===== config.mk =====
export PLATFORM = sky130hd
export DESIGN_NAME = aesControl
export DESIGN_NICKNAME = d
export VERILOG_FILES = /design/src/rtl/aesTypesPkg.sv /design/src/rtl/aesControl.sv
export SDC_FILE = /design/constraint.sdc
export NUM_CORES = 1
export LEC_CHECK = 0
export BUFFER_PORTS_ARGS = -buffer_cell sky130_fd_sc_hd__buf_2
export CORE_MARGIN = 2
export CORE_UTILIZATION = 29
export CTS_BUF_LIST = sky130_fd_sc_hd__clkbuf_8
export DETAILED_ROUTE_END_ITERATION = 8
export PLACE_DENSITY = 0.62
export SLEW_MARGIN = 25
export SYNTH_ARGS = -nofsm -noshare
export SYNTH_HDL_FRONTEND = slang
export SYNTH_SLANG_ARGS = --single-unit

===== constraint.sdc =====
create_clock -name clk -period 1.5 [get_ports clk]
set_input_delay 0.3 -clock clk [delete_from_list [all_inputs] [get_ports clk]]
set_output_delay 0.3 -clock clk [all_outputs]
set_load 0.05 [all_outputs]

===== src/rtl/aesTypesPkg.sv =====
package aesTypesPkg;

    // --------------------------------------------------
    // Data widths
    // --------------------------------------------------
    typedef logic [127:0] aesBlock_t;
    typedef logic [31:0]  aesWord_t;
    typedef logic [7:0]   aesByte_t;

    // Round number and key slot from 0 to 10
    typedef logic [3:0]   roundIdx_t;

    // --------------------------------------------------
    // Control
    // --------------------------------------------------
    typedef enum logic [1:0] {
        phaseIdle,
        phaseExpand,
        phaseInit,
        phaseRound
    } phase_t;

    // Per-cycle commands from the FSM to the key schedule and datapath
    typedef struct packed {
        logic      expandStep;
        logic      loadData;
        logic      addInitial;
        logic      doRound;
        logic      lastRound;
        logic      decrypt;
        roundIdx_t keyIdx;
    } aesCtrl_t;

    // --------------------------------------------------
    // Timing
    // --------------------------------------------------
    localparam int numRounds = 10;
    localparam int numKeys = 11;

    // Start edge to done edge
    localparam int aesLatency = 21;

endpackage

===== src/rtl/aesControl.sv =====
`timescale 1ns/1ps

module aesControl
    import aesTypesPkg::*;
(
    input  logic     clk,
    input  logic     rstN,
    input  logic     start,
    input  logic     decrypt,
    output aesCtrl_t ctrl,
    output logic     busy,
    output logic     done
);

    phase_t    phase;
    roundIdx_t roundCnt;
    logic      dirReg;
    logic      accept;

    // Starts are only taken when idle
    assign accept = start && (phase == phaseIdle);

    // --------------------------------------------------
    // Phase FSM
    // --------------------------------------------------
    always_ff @(posedge clk) begin
        if (!rstN) begin
            phase <= phaseIdle;
            roundCnt <= '0;
            dirReg <= 1'b0;
            done <= 1'b0;
        end else begin
            done <= 1'b0;
            case (phase)
                phaseIdle: begin
                    if (accept) begin
                        phase <= phaseExpand;
                        roundCnt <= 4'd1;
                        dirReg <= decrypt;
                    end
                end
                phaseExpand: begin
                    if (roundCnt == roundIdx_t'(numRounds)) begin
                        phase <= phaseInit;
                    end else begin
                        roundCnt <= roundCnt + 4'd1;
                    end
                end
                phaseInit: begin
                    phase <= phaseRound;
                    roundCnt <= 4'd1;
                end
                phaseRound: begin
                    if (roundCnt == roundIdx_t'(numRounds)) begin
                        phase <= phaseIdle;
                        done <= 1'b1;
                    end else begin
                        roundCnt <= roundCnt + 4'd1;
                    end
                end
                default: phase <= phaseIdle;
            endcase
        end
    end

    // --------------------------------------------------
    // Command decode
    // --------------------------------------------------
    always_comb begin
        ctrl = '0;
        ctrl.loadData = accept;
        ctrl.decrypt = dirReg;
        case (phase)
            phaseExpand: begin
                // Slot being written this cycle
                ctrl.expandStep = 1'b1;
                ctrl.keyIdx = roundCnt;
            end
            phaseInit: begin
                ctrl.addInitial = 1'b1;
                ctrl.keyIdx = dirReg ? roundIdx_t'(numRounds) : '0;
            end
            phaseRound: begin
                ctrl.doRound = 1'b1;
                ctrl.lastRound = (roundCnt == roundIdx_t'(numRounds));
                // Decryption walks the keys backwards
                ctrl.keyIdx = dirReg ? roundIdx_t'(numRounds) - roundCnt : roundCnt;
            end
            default: ;
        endcase
    end

    assign busy = (phase != phaseIdle);

endmodule


* Word level (Yosys, flattened, before mapping)
Index checks and enable logic that the tools add are counted.
** Operators by class
- Eq/ne operators :: 8
- Multiplexer cells :: 14
- Reduce and logical (&&, ||, !) cells :: 8
- Add/subtract/negate cells :: 2
** Operator list (number)
- case mux 4 bit (3 select lines) :: 2
- 2-to-1 mux 4 bit :: 4
- 2-to-1 mux 2 bit :: 4
- inequality test 2 bit (second input constant) :: 4
- case mux 2 bit (4 select lines) :: 1
- AND reduction 2 bit :: 3
- adder 4 x 1 -> 4 bit (second input constant) :: 1
- == test 2 bit (second input constant) :: 2
- == test 4 bit (second input constant) :: 1
- subtractor 4 bit (first input constant) :: 1
- 2-to-1 mux 1 bit :: 3
- AND reduction 3 bit :: 1
- == test 2 x 1 -> 1 bit (second input constant) :: 1
- logical NOT 2 bit :: 1
- nonzero test 2 bit :: 1
- OR reduction 2 bit :: 1
- logical AND 1 bit :: 1
** Storage, ports and cells
- Input port bits :: 4
- Register bits :: 8
- Output and inout port bits :: 12

* Longest topological paths before layout
- Word-level depth :: 4
- Depth in mapped cells :: 5

* Worst setup path before layout
Ideal clock, no wire load.
- Kind :: flip-flop to output port
- From :: register phase[1]
- To :: output ctrl[3] in the netlist's numbering
- Setup slack :: -0.985 ns
- Data required time :: 1.200 ns
- Stages on the path, launching flop included :: 6
- Data arrival time :: 2.185 ns
- Cells stage by stage :: dfxtp_1 -> ha_1 -> buf_6 -> nor2b_1 -> nand4_1 -> a41oi_1
** RTL lines
- from (decl) :: line aesControl.sv:15 : phase_t phase;
- from (signal assigned) :: line aesControl.sv:28 : phase <= phaseIdle;
- from (signal assigned) :: line aesControl.sv:37 : phase <= phaseExpand;
- from (signal assigned) :: line aesControl.sv:44 : phase <= phaseInit;
- to (decl) :: line aesControl.sv:10 : output aesCtrl_t ctrl,

==> results by group <==
Run status
  • Status: finished, violations left
  • Failing checks: setup timing

Setup path
  • Crit path kind: reg -> out
  • CP arrival: 1450 ps
  • CP required: about 1200 ps
  • Crit path max fanout: 8
  • CP Launch Type: register
  • CP Capture Type: primary output

Power and ir drop
  • Final Power: 1.87 mW
  • Pint: ~1 mW
  • Share of total power in sequential cells: approximately 18%
  • Net switching power of the design: 0.861 mW
  • P_leak: 0.502 nW
  • Switching Fraction: 46.0%
  • Clock Power Share: between 10% and 20%
  • Logic pwr share: 67.2%
  • Max VDD drop: 0.872 mV
  • Pwr dens: between 1500 and 2000 nW/um^2

Drt
  • Routed Wire Length: between 1500 and 2000 um
  • DRC errors left: 0
  • Routed Antenna Nets: 0
  • Vias post-DR: between 700 and 800
  • Wire per inst: 13.7 um
  • TritonRoute pass-1 iters: 4
  • Iter 0 DRT Violations: 12
  • Vias/cell: roughly 5

Global route
  • Total GRT Usage: 16.9%
  • First-pass GRT wire length: approximately 3200 um
  • Grt total ovfl: 0
  • Largest net degree at the start of global routing: 10
  • Initial antenna violation count: 0
  • Vias in the first global route: 745

CTS
  • CTS max path bufs: 2
  • CTS tree: built
  • Clock Pin Slew Worst Setup and Hold Paths: 50 ps
  • Clock sinks: 8
  • Clock Latency Late Sink: 240 ps
  • Hold buffers post-CTS: 0
  • Root Buffer Master: clkbuf_8
  • H-tree lvl count: 1
  • TritonCTS Buffers: 3

Synth
  • Sequential element share of the synthesized area: 26.4%
  • Flop and latch count out of synthesis: 8
  • Unique cell type count in the Yosys netlist: 32
  • Post-synthesis cell count: 73
  • Cell area after synthesis: between 600 and 700 um^2
  • Yosys Warn Count: 0
  • Syn_nets: 84
  • Syn_area_per_cell: slightly above 8 um^2

STA
  • Final min period: 1750 ps
  • RSZ-0062 raised after global routing: true
  • Slew margin rel.: 74.9%
  • Slew at the pin closest to its max-slew limit: 376 ps
  • Setup WS post-layout: -247 ps
  • Fin. max-slew vios: 0
  • Maximum clock rate: about 570 MHz
  • # setup viols final: 11
  • Final worst path period share: 116%
  • Final hold vios: 0
  • Fin Clk Skew: 0.537 ps

Layout
  • Final Non-Filler Cells: between 100 and 150
  • Share of cells above drive strength 1: between 60% and 70%
  • Layout Nets: 126
  • N_diodes: 0
  • Layout area overhead: 96.1%

Placed design
  • Final Wtd Congestion: 0.947
  • Port bufs: 15
  • Detailed placer's ending HPWL: 1250 um
  • Dpl cells: 127

Floorplanning
  • Initial core utilization: 30.9%
  • Die Area: 2470 um^2
  • Io pins: 16
  • Die Span Y: approximately 50 um
  • Core region area: 1960 um^2
  • Die width: 49.7 um
  • Core Rows: 16

Worst hold path
  • Worst hold-check path type: in -> reg

Run
  • Number of max-cap violations: 0
-- path summary, 6_finish.rpt --
check / startpoint / end / slack, ps / depth (start not counted)
max: phase[1] / ctrl[3] / -250 / 5
min: decrypt / dirReg / 300 / 3
max reg2reg: phase[1] / roundCnt[3] / -120 / 7
min reg2reg: phase[0] / phase[0] / 660 / 2
-- power by group through the flow --
stage / combinational, mW / sequential (mW) / clock (mW)
4_1_cts: 1.06 / 0.326 / 0.282
5_1_grt: 1.34 / 0.335 / 0.294
2_1_floorplan: 0.687 / 0.314 / 0
3_3_place_gp: 0.912 / 0.322 / 0
6_report: 1.26 / 0.329 / 0.284
3_5_place_dp: 0.918 / 0.325 / 0
-- metrics by stage --
step                      hold WS (ps)  setup TNS [ps]  area (um^2)  util [%]  worst slack [ps]
after CTS                          308           -1010         1090      55.4              -264
after global routing               318           -2120         1190      60.5              -302
after global placement             501            -381          903      46.0              -100
after detailed placement           522            -514          903      46.0              -114
after floorplan                    423            -636          708         -              -255
final                              302           -1410         1190      60.5              -247
-- synthesized netlist by cell type --
library cell / n / area share (%)
a32o_1: 2 / 3.3
nor2_4: 1 / 1.9
and2_1: 2 / 2.1
inv_1: 6 / 3.7
and2b_4: 1 / 1.7
a31o_2: 1 / 1.4
a21o_1: 1 / 1.2
a21boi_0: 1 / 1.2
nor2_1: 2 / 1.2
nand2_1: 8 / 5.0
o41ai_1: 1 / 1.4
nor2b_1: 2 / 2.1
dfxtp_1: 8 / 26
o21ai_0: 5 / 4.1
buf_6: 1 / 1.9
or4_1: 1 / 1.2
mux2i_1: 2 / 3.3
and3b_1: 1 / 1.4
nand3b_1: 1 / 1.2
a211oi_1: 1 / 1.2
buf_4: 2 / 2.5
or2_1: 1 / 1.0
a31oi_1: 1 / 1.0
a21oi_1: 3 / 2.5
ha_1: 7 / 14
nand3_1: 2 / 1.7
a2111oi_0: 1 / 1.4
and3_1: 2 / 2.1
a41oi_1: 1 / 1.4
nand2b_1: 1 / 1.0
nor3_1: 2 / 1.7
nand4_1: 2 / 2.1
-- state kept, by name (all words and copies together) (netlist names) --
register  cells
done          1
dirReg        1
roundCnt      4
phase         2
-- repair_timing --
action | CTS | global route
setup buffers | 5 | 5
endpoints found under the hold margin | 0 | 0
endpoints found under the setup margin | 13 | 16
pin swaps | 8 | 3
gates cloned | 0 | 0
resized for setup | 33 | 16
-- worst max-delay path, stage by stage (launching register included) --
cell	delay [ps]
dfxtp_4	360
ha_4	170
nand2_1	60
a31o_2	230
a41oi_4	210
buf_6	180
-- final cells by class --
| class | count | area [um^2] |
|---|---|---|
| multi-input cells | 56 | 571 |
| clock inverters | 1 | 3.75 |
| inverters | 6 | 25.0 |
| repair buffers | 40 | 338 |
| clock buffers | 3 | 41.3 |
| flip-flops and latches | 8 | 175 |
| fillers | 172 | 774 |
| well taps | 27 | 33.8 |
-- per-layer routing --
layer	track usage (%)	part of all wire, %	up-vias
met5	0	0	-
met4	5.09	2.2	0
met3	5.76	4.7	6
met2	32.2	55	23
met1	17.0	37	347
li1	-	-	346
-- layout by cell type (no fill, tap or decap), types with 2 or more instances in the layout --
master    synthesis  layout
buf_4             2      21
buf_6             1      12
nand2_1           8       8
buf_2             0       6
inv_1             6       5
ha_4              0       4
o21ai_1           0       3
ha_2              0       3
clkbuf_8          0       3
dfxtp_4           0       3
dfxtp_2           0       3
nand4_1           2       2
a21oi_4           0       2
nand3_1           2       2
mux2i_1           2       2
nor2_1            2       2
and3_1            2       2
a32o_1            2       2
dfxtp_1           8       2
-- logic make-up (layout without fill, tap and decap cells) --
logic type / after synthesis / in the layout / synth area share [%]
AOI/OAI and AO/OA: 18 / 18 / 20.5
adders and majority gates: 7 / 7 / 14.5
buffers and inverters: 9 / 50 / 8.06
DFF: 8 / 8 / 26.4
muxes: 2 / 2 / 3.31
and+or+nand+nor: 29 / 29 / 27.3
(Power assumes the default switching activity.)
