## config.mk

```make
export PLATFORM = sky130hd
export DESIGN_NAME = keySchedule
export DESIGN_NICKNAME = d
export VERILOG_FILES = /design/src/rtl/aesTypesPkg.sv /design/src/rtl/gfMathPkg.sv /design/src/rtl/keySchedule.sv
export SDC_FILE = /design/constraint.sdc
export NUM_CORES = 2
export LEC_CHECK = 0
export ABC_AREA = 0
export BUFFER_PORTS_ARGS = -buffer_cell sky130_fd_sc_hd__buf_2
export CORE_UTILIZATION = 55
export DETAILED_ROUTE_END_ITERATION = 6
export PLACE_DENSITY_LB_ADDON = 0.1
export SYNTH_ARGS = -nofsm -noshare
export SYNTH_HDL_FRONTEND = slang
export SYNTH_SLANG_ARGS = --single-unit
```

## constraint.sdc

```tcl
create_clock -name clk -period 52 [get_ports clk]
set_clock_uncertainty 0.05 [all_clocks]
set_input_delay 5.2 -clock clk [delete_from_list [all_inputs] [get_ports clk]]
set_output_delay 5.2 -clock clk [all_outputs]
set_load 0.01 [all_outputs]
```

## src/rtl/aesTypesPkg.sv

```systemverilog
package aesTypesPkg;

    // --------------------------------------------------
    // Data widths
    // --------------------------------------------------
    typedef logic [127:0] aesBlock_t;
    typedef logic [31:0]  aesWord_t;
    typedef logic [7:0]   aesByte_t;

    // Round number and key slot from 0 to 10
    typedef logic [3:0]   roundIdx_t;

    // --------------------------------------------------
    // Control
    // --------------------------------------------------
    typedef enum logic [1:0] {
        phaseIdle,
        phaseExpand,
        phaseInit,
        phaseRound
    } phase_t;

    // Per-cycle commands from the FSM to the key schedule and datapath
    typedef struct packed {
        logic      expandStep;
        logic      loadData;
        logic      addInitial;
        logic      doRound;
        logic      lastRound;
        logic      decrypt;
        roundIdx_t keyIdx;
    } aesCtrl_t;

    // --------------------------------------------------
    // Timing
    // --------------------------------------------------
    localparam int numRounds = 10;
    localparam int numKeys = 11;

    // Start edge to done edge
    localparam int aesLatency = 21;

endpackage
```

## src/rtl/gfMathPkg.sv

```systemverilog
package gfMathPkg;
    import aesTypesPkg::*;

    // --------------------------------------------------
    // GF(2^8) with polynomial x^8 + x^4 + x^3 + x + 1
    // --------------------------------------------------
    function automatic aesByte_t xtime(aesByte_t b);
        return {b[6:0], 1'b0} ^ (b[7] ? 8'h1b : 8'h00);
    endfunction

    function automatic aesByte_t gfMul(aesByte_t a, aesByte_t b);
        aesByte_t acc;
        aesByte_t p;
        acc = '0;
        p = a;
        for (int i = 0; i < 8; i++) begin
            if (b[i]) begin
                acc = acc ^ p;
            end
            p = xtime(p);
        end
        return acc;
    endfunction

    // a^254 by repeated squaring so that zero maps to zero
    function automatic aesByte_t gfInv(aesByte_t a);
        aesByte_t sq;
        aesByte_t acc;
        sq = a;
        acc = 8'h01;
        for (int i = 1; i < 8; i++) begin
            sq = gfMul(sq, sq);
            acc = gfMul(acc, sq);
        end
        return acc;
    endfunction

    // Field inverse followed by the affine map
    function automatic aesByte_t sbox(aesByte_t a);
        aesByte_t inv;
        inv = gfInv(a);
        return inv ^ {inv[6:0], inv[7]} ^ {inv[5:0], inv[7:6]}
            ^ {inv[4:0], inv[7:5]} ^ {inv[3:0], inv[7:4]} ^ 8'h63;
    endfunction

    // Inverse affine map first, then the field inverse
    function automatic aesByte_t invSbox(aesByte_t a);
        aesByte_t y;
        y = {a[6:0], a[7]} ^ {a[4:0], a[7:5]} ^ {a[1:0], a[7:2]} ^ 8'h05;
        return gfInv(y);
    endfunction

    // --------------------------------------------------
    // Word and block helpers
    // --------------------------------------------------
    function automatic aesWord_t subWord(aesWord_t w);
        aesWord_t res;
        for (int i = 0; i < 4; i++) begin
            res[8*i +: 8] = sbox(w[8*i +: 8]);
        end
        return res;
    endfunction

    function automatic aesWord_t rotWord(aesWord_t w);
        return {w[23:0], w[31:24]};
    endfunction

    // Byte 4c+r is row r of column c at bits [127-8(4c+r) -: 8]
    function automatic aesBlock_t shiftRows(aesBlock_t s);
        aesBlock_t res;
        for (int c = 0; c < 4; c++) begin
            for (int r = 0; r < 4; r++) begin
                res[127 - 8*(4*c + r) -: 8] = s[127 - 8*(4*((c + r) % 4) + r) -: 8];
            end
        end
        return res;
    endfunction

    function automatic aesBlock_t invShiftRows(aesBlock_t s);
        aesBlock_t res;
        for (int c = 0; c < 4; c++) begin
            for (int r = 0; r < 4; r++) begin
                res[127 - 8*(4*((c + r) % 4) + r) -: 8] = s[127 - 8*(4*c + r) -: 8];
            end
        end
        return res;
    endfunction

    function automatic aesBlock_t mixColumns(aesBlock_t s);
        aesBlock_t res;
        aesWord_t col;
        for (int c = 0; c < 4; c++) begin
            col = s[127 - 32*c -: 32];
            for (int r = 0; r < 4; r++) begin
                // 2a0 + 3a1 + a2 + a3 rotated per row
                res[127 - 32*c - 8*r -: 8] = xtime(col[31 - 8*r -: 8])
                    ^ xtime(col[31 - 8*((r + 1) % 4) -: 8]) ^ col[31 - 8*((r + 1) % 4) -: 8]
                    ^ col[31 - 8*((r + 2) % 4) -: 8] ^ col[31 - 8*((r + 3) % 4) -: 8];
            end
        end
        return res;
    endfunction

    function automatic aesBlock_t invMixColumns(aesBlock_t s);
        aesBlock_t res;
        aesWord_t col;
        for (int c = 0; c < 4; c++) begin
            col = s[127 - 32*c -: 32];
            for (int r = 0; r < 4; r++) begin
                res[127 - 32*c - 8*r -: 8] = gfMul(col[31 - 8*r -: 8], 8'h0e)
                    ^ gfMul(col[31 - 8*((r + 1) % 4) -: 8], 8'h0b)
                    ^ gfMul(col[31 - 8*((r + 2) % 4) -: 8], 8'h0d)
                    ^ gfMul(col[31 - 8*((r + 3) % 4) -: 8], 8'h09);
            end
        end
        return res;
    endfunction

endpackage

```

## src/rtl/keySchedule.sv

```systemverilog
`timescale 1ns/1ps

module keySchedule
    import aesTypesPkg::*, gfMathPkg::*;
(
    input  logic      clk,
    input  aesBlock_t key,
    input  aesCtrl_t  ctrl,
    output aesBlock_t roundKey
);

    aesBlock_t keyMem [numKeys];
    aesBlock_t lastKey;
    aesByte_t  rcon;
    aesWord_t  temp;
    aesBlock_t nextKey;

    // --------------------------------------------------
    // One expansion step from the latest key
    // --------------------------------------------------
    assign temp = subWord(rotWord(lastKey[31:0])) ^ {rcon, 24'h000000};

    // Each word is the running XOR of the words before it
    assign nextKey[127:96] = lastKey[127:96] ^ temp;
    assign nextKey[95:64] = lastKey[95:64] ^ lastKey[127:96] ^ temp;
    assign nextKey[63:32] = lastKey[63:32] ^ lastKey[95:64] ^ lastKey[127:96] ^ temp;
    assign nextKey[31:0] = lastKey[31:0] ^ lastKey[63:32] ^ lastKey[95:64]
        ^ lastKey[127:96] ^ temp;

    always_ff @(posedge clk) begin
        if (ctrl.loadData) begin
            keyMem[0] <= key;
            lastKey <= key;
            rcon <= 8'h01;
        end else if (ctrl.expandStep) begin
            keyMem[ctrl.keyIdx] <= nextKey;
            lastKey <= nextKey;
            // 01, 02, 04 ... 80, 1b, 36
            rcon <= xtime(rcon);
        end
    end

    // Combinational read of the selected slot
    assign roundKey = keyMem[ctrl.keyIdx];

endmodule

```

Yosys cells after proc, flatten, opt, wreduce, memory -nomap -nowiden
Memories as Yosys holds them, arrays and structs flattened.
Index checks and enable logic that the tools add are counted.
W data, S select, Z words.
{"block": "op_classes", "muxes": 823, "bitwise": 788, "n_reduce_logical": 2}
{"op": "$mux W8", "n": 420}
{"op": "$xor A8 B8 Y8", "n": 380}
{"op": "$xor A8 B5 Y8", "n": 365}
{"op": "$mux W5", "n": 369}
{"op": "$mux W128", "n": 3}
{"op": "$xor A32 B32 Y32", "n": 11}
{"op": "$reduce_or A128 Y1", "n": 1}
{"op": "$mux W7", "n": 4}
{"op": "$not A1 Y1 const A", "n": 28}
{"op": "$mux W6", "n": 4}
{"op": "$mux W4", "n": 5}
{"op": "$not A4 Y4", "n": 4}
{"op": "$mux W3", "n": 4}
{"op": "$mux W1", "n": 10}
{"op": "$mux W2", "n": 4}
{"op": "$reduce_bool A2 Y1", "n": 1}
{"block": "totals", "reg_bits": 136, "ramBits": 1408, "inputBits": 139, "out_inout_bits": 128, "word_cells": 1616, "memories": 1}
{"name": "keyMem", "words": 11, "word_bits": 128, "read_ports": 1, "rd_clocked_by_memory_dff": 0, "write_ports": 1, "line": "keySchedule.sv:12", "source": "aesBlock_t keyMem [numKeys];"}

Logic depth before layout (Yosys ltp)
{"block": "depth", "word_depth": 136, "mapped_depth": 70, "ltp_nobuf": 56}

Worst setup path after synthesis
No wires, ideal clock.
{"block": "synth_path", "path_type": "input-to-reg", "from": "input port ctrl[0] in the netlist's numbering", "to": "memory keyMem[1][0] in the netlist's numbering, enable pin", "setup_ns": 0.928, "arrival_time_ns": 18.337, "slack_ns": 32.685, "path_stages": 6, "path_buffers": 4, "cell_sequence": "clkbuf_1 clkbuf_1 clkbuf_1 clkbuf_1 nand2b_1 nor4_1"}
{"block": "synth_via", "elab_chain_cells": 1}
{"element": "start, declared", "line": "keySchedule.sv:8", "source": "input aesCtrl_t ctrl,"}
{"element": "$mux W4 (no source line)"}
{"element": "end, declared", "line": "keySchedule.sv:12"}
No other way between the ends.

Worst setup path after layout
{"block": "layout_path", "from": "register lastKey[23]", "to": "memory keyMem[3][95] in the netlist's numbering, data pin"}
{"block": "layout_via", "elab_chain_cells": 131, "word_cells_on_any_way": 388, "classes_between": "mux (200); bitwise (188)"}
{"element": "start, declared", "line": "keySchedule.sv:13", "source": "aesBlock_t lastKey;"}
{"element": "start signal, assigned", "line": "keySchedule.sv:33", "source": "lastKey <= key;"}
{"element": "start signal, assigned", "line": "keySchedule.sv:37", "source": "lastKey <= nextKey;"}
{"element": "$mux W5", "line": "gfMathPkg.sv:8", "source": "return {b[6:0], 1'b0} ^ (b[7] ? 8'h1b : 8'h00);"}
{"element": "$xor A8 B5 Y8", "line": "gfMathPkg.sv:8"}
{"element": "$xor A8 B8 Y8", "line": "gfMathPkg.sv:18", "source": "acc = acc ^ p;"}
{"element": "$mux W8", "line": "gfMathPkg.sv:17", "source": "if (b[i]) begin"}
{"element": "$xor A8 B8 Y8", "line": "gfMathPkg.sv:18"}
{"element": "$mux W8", "line": "gfMathPkg.sv:17"}
{"element": "$xor A8 B8 Y8", "line": "gfMathPkg.sv:18"}
{"element": "$mux W8", "line": "gfMathPkg.sv:17"}
{"element": "(+114 left out)"}
{"element": "$xor A8 B8 Y8", "line": "gfMathPkg.sv:18"}
{"element": "$mux W8 (*)", "line": "gfMathPkg.sv:17"}
{"element": "$xor A8 B8 Y8 (2 in a row)", "line": "gfMathPkg.sv:42", "source": "return inv ^ {inv[6:0], inv[7]} ^ {inv[5:0], inv[7:6]}"}
{"element": "$xor A8 B8 Y8", "line": "gfMathPkg.sv:43", "source": "^ {inv[4:0], inv[7:5]} ^ {inv[3:0], inv[7:4]} ^ 8'h63;"}
{"element": "$xor A8 B8 Y8 (*)", "line": "gfMathPkg.sv:43"}
{"element": "$xor A32 B32 Y32 (*)", "line": "keySchedule.sv:21", "source": "assign temp = subWord(rotWord(lastKey[31:0])) ^ {rcon, 24'h000000};"}
{"element": "$xor A32 B32 Y32 (*)", "line": "keySchedule.sv:25", "source": "assign nextKey[95:64] = lastKey[95:64] ^ lastKey[127:96] ^ temp;"}
{"element": "$mux W128 (no source line) (*)"}
Mark *: on every way between the ends. The rest lies on a longest branch, timed or not.

==> key figures <==
Worst setup path
  • Top cell family by delay on the critical path: compound AO/OA/AOI/OAI gates
  • Critical path endpoint category: flop
  • Slowest-stage cell, CP: o21ai_0
  • Worst R2R Start: lastKey[23]
  • CP Launch Type: flop
  • Reg2reg path depth: 57
  • CP Buf/Inv Count: 7
  • Worst path max stage delay: 1010 ps
  • Setup CP Type: flop to flop
  • Reg2reg end: keyMem[3][95]
  • Worst Path Max Fanout: 26
  • Flop2flop setup slack: 30,280 ps
  • Critical path arrival: 22,070 ps
  • Required @ worst endpoint: 52,340 ps

STA
  • TNS Setup: 0 ps
  • Final worst path period share: 0.418
  • RSZ-0062 raised after global routing: no
  • Least-Margin Pin Slew: 1340 ps
  • Max Freq: 46.0 MHz
  • Slew Limit Fails: 0
  • Final hold viol count: 0
  • Tmin final: 21,720 ps
  • # setup viols final: 0
  • Slew Limit Headroom: 0.0978

Die
  • Core Region: 213,000 um^2
  • Die area: 217,000 um^2
  • Starting Density: 0.556
  • Die Span Y: 466 um
  • I/O pin count: 267
  • Horiz. Die Dim: 466 um
  • FP Rows: 169

Hold path
  • Hold depth: 2
  • Hold path start: rcon[1]
  • HP Class: flop to flop
  • Hold endpoint: rcon[1]

Synthesis
  • Sequential fraction of the synthesis area: 0.391
  • Syn avg cell area: 10.9 um^2
  • Post-synth top area share: 0.389
  • Cells after Synth: 10,849
  • #FFs+latches synth: 1,544
  • Unique cell type count in the Yosys netlist: 117
  • Synth Flop Type: edfxtp_1
  • FFs w/ async S/R, synth: 0
  • Top-count cell post-synth: xnor2_1
  • Synthesized cell area: 118,000 um^2
  • Top cell type by total area after synthesis: edfxtp_1
  • Post-synth EDFFs: 1,536
  • Top post-synthesis cells by area: edfxtp_1 39%, xnor2_1 13%, mux4_2 7.4%, xnor3_1 6.3%, nor2_1 3.9%
  • Syn. warnings: 0
  • Post-synth top cells: 1,735 x xnor2_1, 1,536 x edfxtp_1, 1,231 x nor2_1
  • Synthesized Nets: 11,007

GRT
  • Vias in the first global route: 83,133
  • Total GRT Usage: 0.309
  • First-pass GRT wire length: 517 mm
  • Largest net degree at the start of global routing: 122
  • Most Crowded Layer GR: met2
  • Met1 Usage GRT: 0.423
  • Grt met3 use: 0.0317
  • Grt ovf: 0
  • Antenna violations before repair: 62
  • Met2 Track Usage GR: 0.502

Clock network
  • CTS root buf: clkbuf_16
  • Clock sink total: 1,544
  • Post-CTS setup buffer count: 0
  • Clock tree from TritonCTS: built
  • Post_cts resized: 0
  • H-tree levels: 4
  • # hold bufs at CTS: 0
  • Clock Path Buffers: 3
  • Clock slew at reported path FFs: 60 ps
  • Clk_lat worst skew: 780 ps
  • Num CTS Buffers: 146

Detailed routing
  • WL final: 341 mm
  • Starting DRT DRC Count: 8,507
  • ANT nets after route: 0
  • Vias: 86,559
  • Residual DRC: 0
  • DRT Pass-1 Iters: 6
  • Via density: 6.22
  • WL/cell: 24.5 um

Place
  • RD Place Congestion: 0.937
  • PortBufs: 262
  • Post-detail-place hpwl: 229 mm

Job
  • Max capacitance violation total: 0

Layout
  • Fraction of layout cells with a size suffix above 1: 0.154
  • Fin nets: 11,078
  • Area grow syn2layout: 8.42%
  • Layout fillers: 17,379

Outcome
  • Status: finished, final reports clean
## cells by family (layout without fill, tap and decap cells)
group / Yosys count / in the layout / synth area share
flip-flops: 1544 / 1544 / 0.391
buffers and inverters: 804 / 994 / 0.0280
AO/OA/AOI/OAI: 1744 / 1744 / 0.0939
XOR/XNOR: 2740 / 2740 / 0.255
adder cells (fa/ha/maj): 20 / 20 / 0.00209
other: 0 / 50 / 0
multiplexers: 845 / 845 / 0.115
AND/OR/NAND/NOR: 3152 / 3152 / 0.115
## layout make-up
class | count | area, um^2 | area share
Multi-Input combinational cell | 8501 | 69400 | 0.540
Sequential cell | 1544 | 46300 | 0.360
Timing Repair Buffer | 635 | 4200 | 0.0327
Clock buffer | 179 | 3840 | 0.0299
Tap cell | 2821 | 3530 | 0.0275
Clock inverter | 88 | 746 | 0.00581
Inverter | 92 | 348 | 0.00271
Antenna cell | 50 | 125 | 0.000974
## routing by layer
layer | part of all wire | vias to the layer above
li1 | - | 39399
met3 | 0.070 | 482
met1 | 0.41 | 43026
met4 | 0.042 | 6
met5 | 0.000091 | -
met2 | 0.48 | 3646
## through the flow
step	area, um^2	hold slack (ps)	utilization	setup slack, ps	instances
floorplan	118000	436	-	32690	10849
global placement	124000	453	0.580	31350	13590
detailed placement	124000	464	0.580	30940	13590
CTS	128000	472	0.602	30790	13857
global route	128000	512	0.602	29120	13900
finish	128000	475	0.603	30280	13910
## worst register-to-register path: cells and delay by family (launching register included)
kind	cells	cell delay (ps)
mux	4	1400
fa+ha+maj	3	1990
compound gates	19	6290
flops	1	940
xor+xnor	14	5910
simple gates	10	2660
buf+inv	7	2120
## placed cells by master, fill, tap and decap left out, drive strengths merged, types with 35 or more instances in the layout
| cell type | count |
|---|---|
| xnor2 | 1816 |
| edfxtp | 1536 |
| nor2 | 1233 |
| nand2 | 1093 |
| buf | 631 |
| xor2 | 543 |
| o21ai | 477 |
| a21oi | 450 |
| mux4 | 389 |
| xnor3 | 345 |
| mux2i | 237 |
| mux2 | 219 |
| nor3 | 198 |
| clkbuf | 183 |
| nand3 | 171 |
| o22ai | 124 |
| inv | 88 |
| a211oi | 84 |
| nand2b | 82 |
| clkinv | 77 |
| nor2b | 72 |
| a31oi | 70 |
| o211ai | 70 |
| and2 | 52 |
| a22oi | 51 |
| diode | 50 |
| nor4 | 45 |
| and3 | 37 |
| or3 | 37 |
| xor3 | 36 |
| o31ai | 35 |
## state kept, by name (all words and copies together), names as in the netlist
signal   cells
lastKey    128
rcon         8
keyMem    1408
## worst max path at each step
stage                start            end  slack (ps)  cells after the start
2_1_floorplan      ctrl[0]   keyMem[1][0]       32690                      6
4_1_cts        lastKey[23]  keyMem[3][95]       30790                     57
5_1_grt        lastKey[23]  keyMem[3][95]       29120                     58
6_report       lastKey[23]  keyMem[3][95]       30280                     57
3_5_place_dp   lastKey[23]  keyMem[0][95]       30940                     57
3_3_place_gp    lastKey[0]  keyMem[0][11]       31350                     51
Power is not shown: default switching activity piles up to over one toggle a cycle in this logic, so the estimate is an artifact.
